<file path="src/gat_params.svh">
`ifndef GAT_PARAMS_SVH
`define GAT_PARAMS_SVH

// feature table entries, addressed by the nonzero column
`define GAT_FEAT_DEPTH 64

// weight table entries, a row picks row id modulo this
`define GAT_NUM_WGT 4

// rows summed into one node result
`define GAT_AGGR_LEN 4

// fixed-point scaling after the weight multiply
`define GAT_WGT_SHIFT 8

// leak factor for negative scores is 2**-GAT_LEAK_SHIFT
`define GAT_LEAK_SHIFT 3

`define GAT_DBG_ROW 5 // row whose sparse sum the monitor keeps

`define GAT_ROW_W 8

`endif

</file>
<file path="src/gat_pkg.sv">
`include "gat_params.svh"

package gat_pkg;

  typedef logic [`GAT_ROW_W-1:0] row_t;

  typedef logic signed [31:0] sum_t;

  // sparse nonzero element, kind is 0
  typedef struct packed {
    logic               kind;
    logic               last;  // closes the current row
    logic [5:0]         col;
    logic [7:0]         pad;
    logic signed [15:0] val;
  } nz_t;

  // feature table write, kind is 1
  typedef struct packed {
    logic               kind;
    logic [6:0]         addr;  // the top bit lands outside the table
    logic [7:0]         pad;
    logic signed [15:0] data;
  } fw_t;

  // the kind bit sits at bit 31 in both views and selects the decoding
  typedef union packed {
    nz_t nz;
    fw_t fw;
  } in_word_u;

endpackage

</file>
<file path="src/stream_if.sv">
`timescale 1ns/100ps

interface stream_if
  import gat_pkg::*;
();

  logic valid;
  logic ready;
  sum_t sum;
  row_t row;

  // source holds valid, sum and row until the cycle where ready is also high
  modport source (
    output valid,
    output sum,
    output row,
    input  ready
  );

  modport sink (
    input  valid,
    input  sum,
    input  row,
    output ready
  );

  modport monitor (input valid, input ready, input sum, input row);

endinterface

</file>
<file path="src/aggr_stage.sv">
`timescale 1ns/100ps
`include "gat_params.svh"

module aggr_stage
  import gat_pkg::*;
(
  input  logic   clk,
  input  logic   rst_n,
  stream_if.sink in,
  output logic   node_vld_o,
  input  logic   node_rdy_i,
  output sum_t   node_o
);

  localparam int CW = $clog2(`GAT_AGGR_LEN);

  logic          take;
  logic          grp_last;
  logic [CW-1:0] cnt_q;
  sum_t          acc_q;
  sum_t          node_q;
  logic          vld_q;

  assign in.ready = ~vld_q | node_rdy_i;
  assign take     = in.valid & in.ready;
  assign grp_last = cnt_q == CW'(`GAT_AGGR_LEN - 1);

  always_ff @(posedge clk or negedge rst_n) begin
    if (!rst_n) begin
      cnt_q <= '0;
      acc_q <= '0;
      vld_q <= 1'b0;
    end else begin
      if (vld_q && node_rdy_i)
        vld_q <= 1'b0;
      if (take) begin
        if (grp_last) begin
          cnt_q <= '0;
          acc_q <= '0; // next group starts from zero
          vld_q <= 1'b1;
        end else begin
          cnt_q <= cnt_q + 1'b1;
          acc_q <= acc_q + in.sum;
        end
      end
    end
  end

  always_ff @(posedge clk) begin
    if (take && grp_last)
      node_q <= acc_q + in.sum;
  end

  assign node_vld_o = vld_q;
  assign node_o     = node_q;

endmodule

</file>
<file path="src/debug_monitor.sv">
`timescale 1ns/100ps
`include "gat_params.svh"

module debug_monitor
  import gat_pkg::*;
(
  input  logic        clk,
  input  logic        rst_n,
  input  logic        in_vld_i,
  input  logic        in_rdy_i,
  stream_if.monitor   s1_mon,
  stream_if.monitor   s2_mon,
  stream_if.monitor   s3_mon,
  input  logic        feat_oob_i,
  output logic [31:0] debug_cnt_o,
  output logic [31:0] debug_flags_o,
  output logic [31:0] debug_cap_o
);

  logic [8:0]  seen;
  logic [8:0]  flags_q;
  logic [31:0] cnt_q;
  sum_t        cap_q;
  logic        s1_xfer;
  logic        s3_xfer;

  // one bit per handshake line, input side first
  assign seen = {
    feat_oob_i,
    s3_mon.ready,
    s3_mon.valid,
    s2_mon.ready,
    s2_mon.valid,
    s1_mon.ready,
    s1_mon.valid,
    in_rdy_i,
    in_vld_i
  };

  assign s1_xfer = s1_mon.valid & s1_mon.ready;
  assign s3_xfer = s3_mon.valid & s3_mon.ready;

  always_ff @(posedge clk or negedge rst_n) begin
    if (!rst_n) begin
      flags_q <= '0;
      cnt_q   <= '0;
      cap_q   <= '0;
    end else begin
      flags_q <= flags_q | seen; // sticky until reset
      if (s3_xfer)
        cnt_q <= cnt_q + 1'b1;
      if (s1_xfer && s1_mon.row == row_t'(`GAT_DBG_ROW))
        cap_q <= s1_mon.sum;
    end
  end

  assign debug_flags_o = {23'b0, flags_q};
  assign debug_cnt_o   = cnt_q;
  assign debug_cap_o   = cap_q;

endmodule

</file>
<file path="src/dmvm_stage.sv">
`timescale 1ns/100ps
`include "gat_params.svh"

module dmvm_stage
  import gat_pkg::*;
(
  input  logic               clk,
  input  logic               rst_n,
  stream_if.sink             in,
  stream_if.source           out,
  input  logic               wgt_we_i,
  input  logic [1:0]         wgt_addr_i,
  input  logic signed [15:0] wgt_data_i
);

  localparam int WA_W = $clog2(`GAT_NUM_WGT);

  logic signed [15:0] wgt_mem [`GAT_NUM_WGT];

  logic               take;
  logic signed [47:0] prod;
  logic               vld_q;
  sum_t               sum_q;
  row_t               row_q;

  // weights are written from the host side on the strobe edge
  always_ff @(posedge clk) begin
    if (wgt_we_i)
      wgt_mem[wgt_addr_i] <= wgt_data_i;
  end

  assign in.ready = ~vld_q | out.ready;
  assign take     = in.valid & in.ready;

  assign prod = in.sum * wgt_mem[in.row[WA_W-1:0]]; // low row bits pick the weight

  always_ff @(posedge clk or negedge rst_n) begin
    if (!rst_n) begin
      vld_q <= 1'b0;
    end else begin
      if (take)
        vld_q <= 1'b1;
      else if (out.ready)
        vld_q <= 1'b0;
    end
  end

  always_ff @(posedge clk) begin
    if (take) begin
      sum_q <= sum_t'(prod >>> `GAT_WGT_SHIFT); // keep the low 32 bits of the scaled product
      row_q <= in.row;
    end
  end

  assign out.valid = vld_q;
  assign out.sum   = sum_q;
  assign out.row   = row_q;

endmodule

</file>
<file path="src/gat_top.sv">
`timescale 1ns/100ps

module gat_top (
  input  logic               clk,
  input  logic               rst_n,
  input  logic               in_vld_i,
  output logic               in_rdy_o,
  input  logic [31:0]        in_word_i,
  output logic               node_vld_o,
  input  logic               node_rdy_i,
  output logic [31:0]        node_o,
  input  logic               wgt_we_i,
  input  logic [1:0]         wgt_addr_i,
  input  logic signed [15:0] wgt_data_i,
  output logic [31:0]        debug_cnt_o,
  output logic [31:0]        debug_flags_o,
  output logic [31:0]        debug_cap_o
);

  logic feat_oob;

  stream_if s1 ();
  stream_if s2 ();
  stream_if s3 ();

  spmm_stage u_spmm (
    .clk        (clk),
    .rst_n      (rst_n),
    .in_vld_i   (in_vld_i),
    .in_word_i  (in_word_i),
    .in_rdy_o   (in_rdy_o),
    .out        (s1.source),
    .feat_oob_o (feat_oob)
  );

  dmvm_stage u_dmvm (
    .clk        (clk),
    .rst_n      (rst_n),
    .in         (s1.sink),
    .out        (s2.source),
    .wgt_we_i   (wgt_we_i),
    .wgt_addr_i (wgt_addr_i),
    .wgt_data_i (wgt_data_i)
  );

  score_stage u_score (
    .clk   (clk),
    .rst_n (rst_n),
    .in    (s2.sink),
    .out   (s3.source)
  );

  aggr_stage u_aggr (
    .clk        (clk),
    .rst_n      (rst_n),
    .in         (s3.sink),
    .node_vld_o (node_vld_o),
    .node_rdy_i (node_rdy_i),
    .node_o     (node_o)
  );

  // observes only, drives nothing back into the pipeline
  debug_monitor u_dbg (
    .clk           (clk),
    .rst_n         (rst_n),
    .in_vld_i      (in_vld_i),
    .in_rdy_i      (in_rdy_o),
    .s1_mon        (s1.monitor),
    .s2_mon        (s2.monitor),
    .s3_mon        (s3.monitor),
    .feat_oob_i    (feat_oob),
    .debug_cnt_o   (debug_cnt_o),
    .debug_flags_o (debug_flags_o),
    .debug_cap_o   (debug_cap_o)
  );

endmodule

</file>
<file path="src/score_stage.sv">
`timescale 1ns/100ps
`include "gat_params.svh"

module score_stage
  import gat_pkg::*;
(
  input  logic     clk,
  input  logic     rst_n,
  stream_if.sink   in,
  stream_if.source out
);

  logic take;
  sum_t leaked;
  logic vld_q;
  sum_t sum_q;
  row_t row_q;

  assign in.ready = ~vld_q | out.ready;
  assign take     = in.valid & in.ready;

  // leaky activation, negative scores shrink by a power of two
  assign leaked = in.sum[31] ? (in.sum >>> `GAT_LEAK_SHIFT) : in.sum;

  always_ff @(posedge clk or negedge rst_n) begin
    if (!rst_n) begin
      vld_q <= 1'b0;
    end else begin
      if (take)
        vld_q <= 1'b1;
      else if (out.ready)
        vld_q <= 1'b0;
    end
  end

  always_ff @(posedge clk) begin
    if (take) begin
      sum_q <= leaked;
      row_q <= in.row;
    end
  end

  assign out.valid = vld_q;
  assign out.sum   = sum_q;
  assign out.row   = row_q;

endmodule

</file>
<file path="src/spmm_stage.sv">
`timescale 1ns/100ps
`include "gat_params.svh"

module spmm_stage
  import gat_pkg::*;
(
  input  logic     clk,
  input  logic     rst_n,
  input  logic     in_vld_i,
  input  in_word_u in_word_i,
  output logic     in_rdy_o,
  stream_if.source out,
  output logic     feat_oob_o
);

  localparam int FA_W = $clog2(`GAT_FEAT_DEPTH);

  logic signed [15:0] feat_mem [`GAT_FEAT_DEPTH];

  logic               is_fw;
  logic               accept;
  logic               nz_take;
  logic               fw_in_range;
  logic               row_done;
  logic signed [31:0] prod;
  sum_t               acc_q;
  sum_t               sum_q;
  row_t               row_cnt_q;
  logic               vld_q;

  assign is_fw    = in_word_i.fw.kind;
  assign in_rdy_o = is_fw | ~vld_q; // a nonzero waits while the output register is full
  assign accept   = in_vld_i & in_rdy_o;
  assign nz_take  = accept & ~is_fw;
  assign row_done = nz_take & in_word_i.nz.last;

  assign fw_in_range = in_word_i.fw.addr < `GAT_FEAT_DEPTH;
  assign feat_oob_o  = accept & is_fw & ~fw_in_range;

  assign prod = in_word_i.nz.val * feat_mem[in_word_i.nz.col];

  always_ff @(posedge clk) begin
    if (accept && is_fw && fw_in_range)
      feat_mem[in_word_i.fw.addr[FA_W-1:0]] <= in_word_i.fw.data;
  end

  always_ff @(posedge clk or negedge rst_n) begin
    if (!rst_n) begin
      acc_q     <= '0;
      vld_q     <= 1'b0;
      row_cnt_q <= '0;
    end else begin
      if (vld_q && out.ready) begin
        vld_q     <= 1'b0;
        row_cnt_q <= row_cnt_q + 1'b1; // next row gets the next id
      end
      if (row_done) begin
        acc_q <= '0;
        vld_q <= 1'b1;
      end else if (nz_take) begin
        acc_q <= acc_q + prod;
      end
    end
  end

  // the closing element's product goes straight into the emitted sum
  always_ff @(posedge clk) begin
    if (row_done)
      sum_q <= acc_q + prod;
  end

  assign out.valid = vld_q;
  assign out.sum   = sum_q;
  assign out.row   = row_cnt_q;

endmodule

</file>
<file path="config.mk">
export PLATFORM = sky130hd
export DESIGN_NAME = gat_top
export DESIGN_NICKNAME = d
export VERILOG_FILES = /design/src/gat_pkg.sv /design/src/stream_if.sv /design/src/aggr_stage.sv /design/src/debug_monitor.sv /design/src/dmvm_stage.sv /design/src/gat_top.sv /design/src/score_stage.sv /design/src/spmm_stage.sv
export VERILOG_INCLUDE_DIRS = /design/src
export SDC_FILE = /design/constraint.sdc
export NUM_CORES = 2
export LEC_CHECK = 0
export ABC_AREA = 1
export BUFFER_PORTS_ARGS = -buffer_cell sky130_fd_sc_hd__buf_2
export CAP_MARGIN = 20
export CORE_MARGIN = 2
export CORE_UTILIZATION = 34
export CTS_CLUSTER_DIAMETER = 60
export CTS_CLUSTER_SIZE = 24
export DETAILED_ROUTE_END_ITERATION = 6
export HOLD_SLACK_MARGIN = 0.06
export PLACE_DENSITY_LB_ADDON = 0.12
export SLEW_MARGIN = 20
export SYNTH_ARGS = -nofsm -noshare
export SYNTH_HDL_FRONTEND = slang
export SYNTH_SLANG_ARGS = --single-unit
export TNS_END_PERCENT = 30
</file>
<file path="constraint.sdc">
create_clock -name clk -period 7 [get_ports clk]
set_input_delay 0 -clock clk [delete_from_list [all_inputs] [get_ports clk]]
set_output_delay 0 -clock clk [all_outputs]
set_load 0.03 [all_outputs]
</file>
==> metrics.yaml <==
finish:
  regArea_sq_um: 40300
  n_fill_cell: 22600
  instances_no_fill: 11300
  multi_input_area_sq_um: 34800
  syn2layout_area_growth_pct: 19.7
  post_route_cells_drive_above_1_share_pct: 16.9
  final_cell_area_sq_um: 95400
  nets: 9009
critical_path:
  required_ns: 7.57
  slowest_delay_ns: 0.61
  path_common_cell: "fa_1"
  critPathMaxFanout: 7
  r2r_slack_ns: 0.17
  cp-end-kind: "register"
  cp_slowest_cell: "fa_1"
  arrival_ns: 7.39
  path_class: "register to register"
  start_kind: "register"
yosys:
  yosysUniqueCellTypes: 56
  synth_cells: 7222
  synth_seq_cells: 1367
  yosysWarnings: 0
  ys_seq_area_share_pct: 50.5
  synth_ff_type: "edfxtp_1"
  synth_edf_count: 1216
  synth-async-reset-ratio_pct: 11.0
  netlist_area_sq_um: 79700
  synth.avg_cell_area_sq_um: 11.0
sta:
  fmax_mhz: 146
  skew_ns: 0.129
  setup_viol: 0
  drv_slew: 0
  min_period_ns: 6.83
  whs_ns: 0.101
  grt_setup_unrepaired: "true"
  relSlewSlack_pct: 27.6
  worst_slew_pin_slew_ns: 1.08
  timing.final.crit_share_pct: 97.5
  hold_viol: 0
place:
  routabilityCongestion: 0.877
  hpwl_um: 187000
  io_buffers: 153
  dp.cells: 11000
  placed_area_sq_um: 89300
grt:
  first_global_vias: 56700
  overflow: 0
  grt_start_max_net_pins: 92
  antenna_found_initial: 6
  grt_pass1_wl_um: 382000
  grt_use_total_pct: 21.8
clock_tree:
  clock_latency_ns: 0.87
  clk_path_buf_depth: 3
  cts_buffers: 115
  h-tree-depth: 3
  clkSinkCount: 1367
  root_buffer: "clkbuf_16"
  path_clk_slew_ns: 0.09
  cts_tree: "done"
job:
  drv_cap: 0
routing:
  via_count: 55000
  drt_iter0_markers: 4197
  dr.pass1.iters: 6
  wl_um: 259000
  avgRoutedWirePerCell_um: 23.0
  viasPerCell: 4.89
  ant_nets: 0
  drc: 0
outcome:
  outcome: "complete, no violations"
floorplanning:
  start_util_pct: 34.2
  fp.coreArea_sq_um: 233000
  die_w_um: 488
  fp.dieArea_sq_um: 238000
  rows: 177
  die_h_um: 488
  io-pin-count: 185
min_path:
  hold_class: "input pin to register"
-- synthesized netlist by cell type (all sizes together) (3+ instances only) --
| cell type | number | area [sq um] |
|---|---|---|
| nor4 | 10 | 62.6 |
| o31ai | 6 | 45.0 |
| a31oi | 11 | 68.8 |
| edfxtp | 1216 | 36500 |
| o21ai | 189 | 946 |
| xor2 | 92 | 806 |
| nand4 | 101 | 632 |
| ha | 235 | 2940 |
| a211oi | 5 | 37.5 |
| inv | 1122 | 4210 |
| o21a | 6 | 45.0 |
| nand2 | 1720 | 6510 |
| clkinv | 24 | 90.1 |
| a22oi | 87 | 653 |
| dfrtp | 151 | 3780 |
| o2111ai | 12 | 105 |
| o211ai | 23 | 173 |
| a22o | 53 | 464 |
| nor2 | 576 | 2260 |
| buf | 181 | 1130 |
| a21oi | 196 | 981 |
| fa | 703 | 14100 |
| a221oi | 95 | 882 |
| a21boi | 6 | 45.0 |
| a21o | 18 | 135 |
| nand3b | 13 | 97.6 |
| o21bai | 15 | 113 |
| xnor2 | 35 | 307 |
| nand3 | 146 | 731 |
| clkbuf | 88 | 330 |
| or2 | 13 | 81.3 |
| o2bb2ai | 3 | 26.3 |
| and2 | 15 | 93.8 |
| nor3 | 40 | 210 |
-- cells by family after synthesis --
logic type,count (synthesis),share of synthesized area [%]
simple gates,2637,13.4
buf+inv,1415,7.23
flops,1367,50.5
xor+xnor,127,1.40
other cells,1,0.00470
compound gates,737,6.06
fa+ha+maj,938,21.3
-- worst max-delay path, delay by kind of cell (launching register included) --
| kind | cells | cell delay [ns] |
|---|---|---|
| AOI/OAI and AO/OA | 2 | 0.46 |
| adders and majority gates | 7 | 3.27 |
| buffers and inverters | 7 | 0.67 |
| DFF | 1 | 0.39 |
| and+or+nand+nor | 15 | 1.75 |
-- cell usage in the layout, fill, tap and decap left out, types with 15 or more instances in the layout --
cell type and instances:
a22oi_1 87, buf_6 16, xor2_1 89, o211ai_1 23
o21ai_0 159, ha_1 219, fa_2 16, clkbuf_16 115
nor2_1 524, fa_1 687, a221oi_1 70, a21oi_1 176
nand2_4 15, nand4_1 101, dlygate4sd3_1 62, a21oi_2 19
a221oi_2 25, nor3_1 24, buf_4 617, buf_2 152
clkinv_8 18, nor2_4 32, conb_1 23, nand3_1 141
clkinv_1 26, inv_6 17, o21ai_1 25, nor2_2 20
a22o_1 53, xnor2_1 35, a21o_1 18, inv_1 1088
nand2_1 1645, edfxtp_1 1216, buf_12 72, nand2_2 58
dfrtp_1 150, inv_2 25
-- layout make-up --
| class | count | share of cell area [%] |
|---|---|---|
| well taps | 3132 | 4.11 |
| clock inverters | 98 | 1.50 |
| inverters | 1146 | 4.54 |
| multi-input cells | 4462 | 36.5 |
| clock buffers | 122 | 3.05 |
| flip-flops and latches | 1367 | 42.2 |
| repair buffers | 924 | 8.09 |
| diodes | 3 | 0.00787 |
-- worst paths after layout --
kind | endpoint | cells past startpoint | from
setup reg to reg | u_spmm.out.sum[26] | 31 | u_spmm.feat_mem[9][10]
hold reg to reg | u_score.out.sum[0] | 2 | u_dmvm.out.sum[0]
hold / removal | u_spmm.feat_mem[8][4] | 2 | in_word_i[4]
min in group asynchronous | u_dbg.debug_cnt_o[22] | 4 | rst_n
setup / recovery | u_spmm.out.sum[26] | 31 | u_spmm.feat_mem[9][10]
max in group asynchronous | u_dbg.debug_cap_o[17] | 4 | rst_n
-- routing by layer --
| layer | GRT usage [%] | part of all wire, % | vias up |
|---|---|---|---|
| li1 | - | - | 25100 |
| met1 | 30.3 | 45 | 28200 |
| met2 | 36.2 | 47 | 1374 |
| met3 | 2.66 | 5.0 | 299 |
| met4 | 5.15 | 2.6 | 2 |
| met5 | 0 | 0.0058 | - |
-- registers in the layout (all words and copies together) (netlist names) --
signal / count
u_spmm.feat_mem: 1024
u_dmvm.wgt_mem: 64
u_aggr.acc_q: 32
u_aggr.node_o: 32
u_dbg.debug_cap_o: 32
u_dbg.debug_cnt_o: 32
u_dmvm.out.sum: 32
u_score.out.sum: 32
u_spmm.acc_q: 32
u_spmm.out.sum: 32
u_dbg.flags_q: 9
u_spmm.out.row: 8
u_aggr.cnt_q: 2
u_aggr.node_vld_o: 1
u_dmvm.out.valid: 1
u_score.out.valid: 1
u_spmm.out.valid: 1
-- what timing repair did --
| item | in CTS | in global routing |
|---|---|---|
| endpoints found under the hold margin | 668 | 0 |
| buffers inserted | 0 | 14 |
| gates cloned | 0 | 1 |
| setup endpoints to repair | 28 | 59 |
| resized for setup | 28 | 254 |
| pin swaps | 7 | 103 |
| hold buffers | 63 | 0 |
-- per-stage QoR --
step | TNS, ns | worst slack [ns] | utilization (%)
after CTS | -0.00188 | -0.00188 | 40.6
after detailed placement | -20.77 | -0.818 | 38.4
final | 0 | 0.173 | 41.0
after global routing | -0.279 | -0.0819 | 41.0
after floorplan | 0 | 0.464 | -
after global placement | -19.21 | -0.708 | 38.4
Power is not shown: default switching activity piles up to over one toggle a cycle in this logic, so the estimate is an artifact.
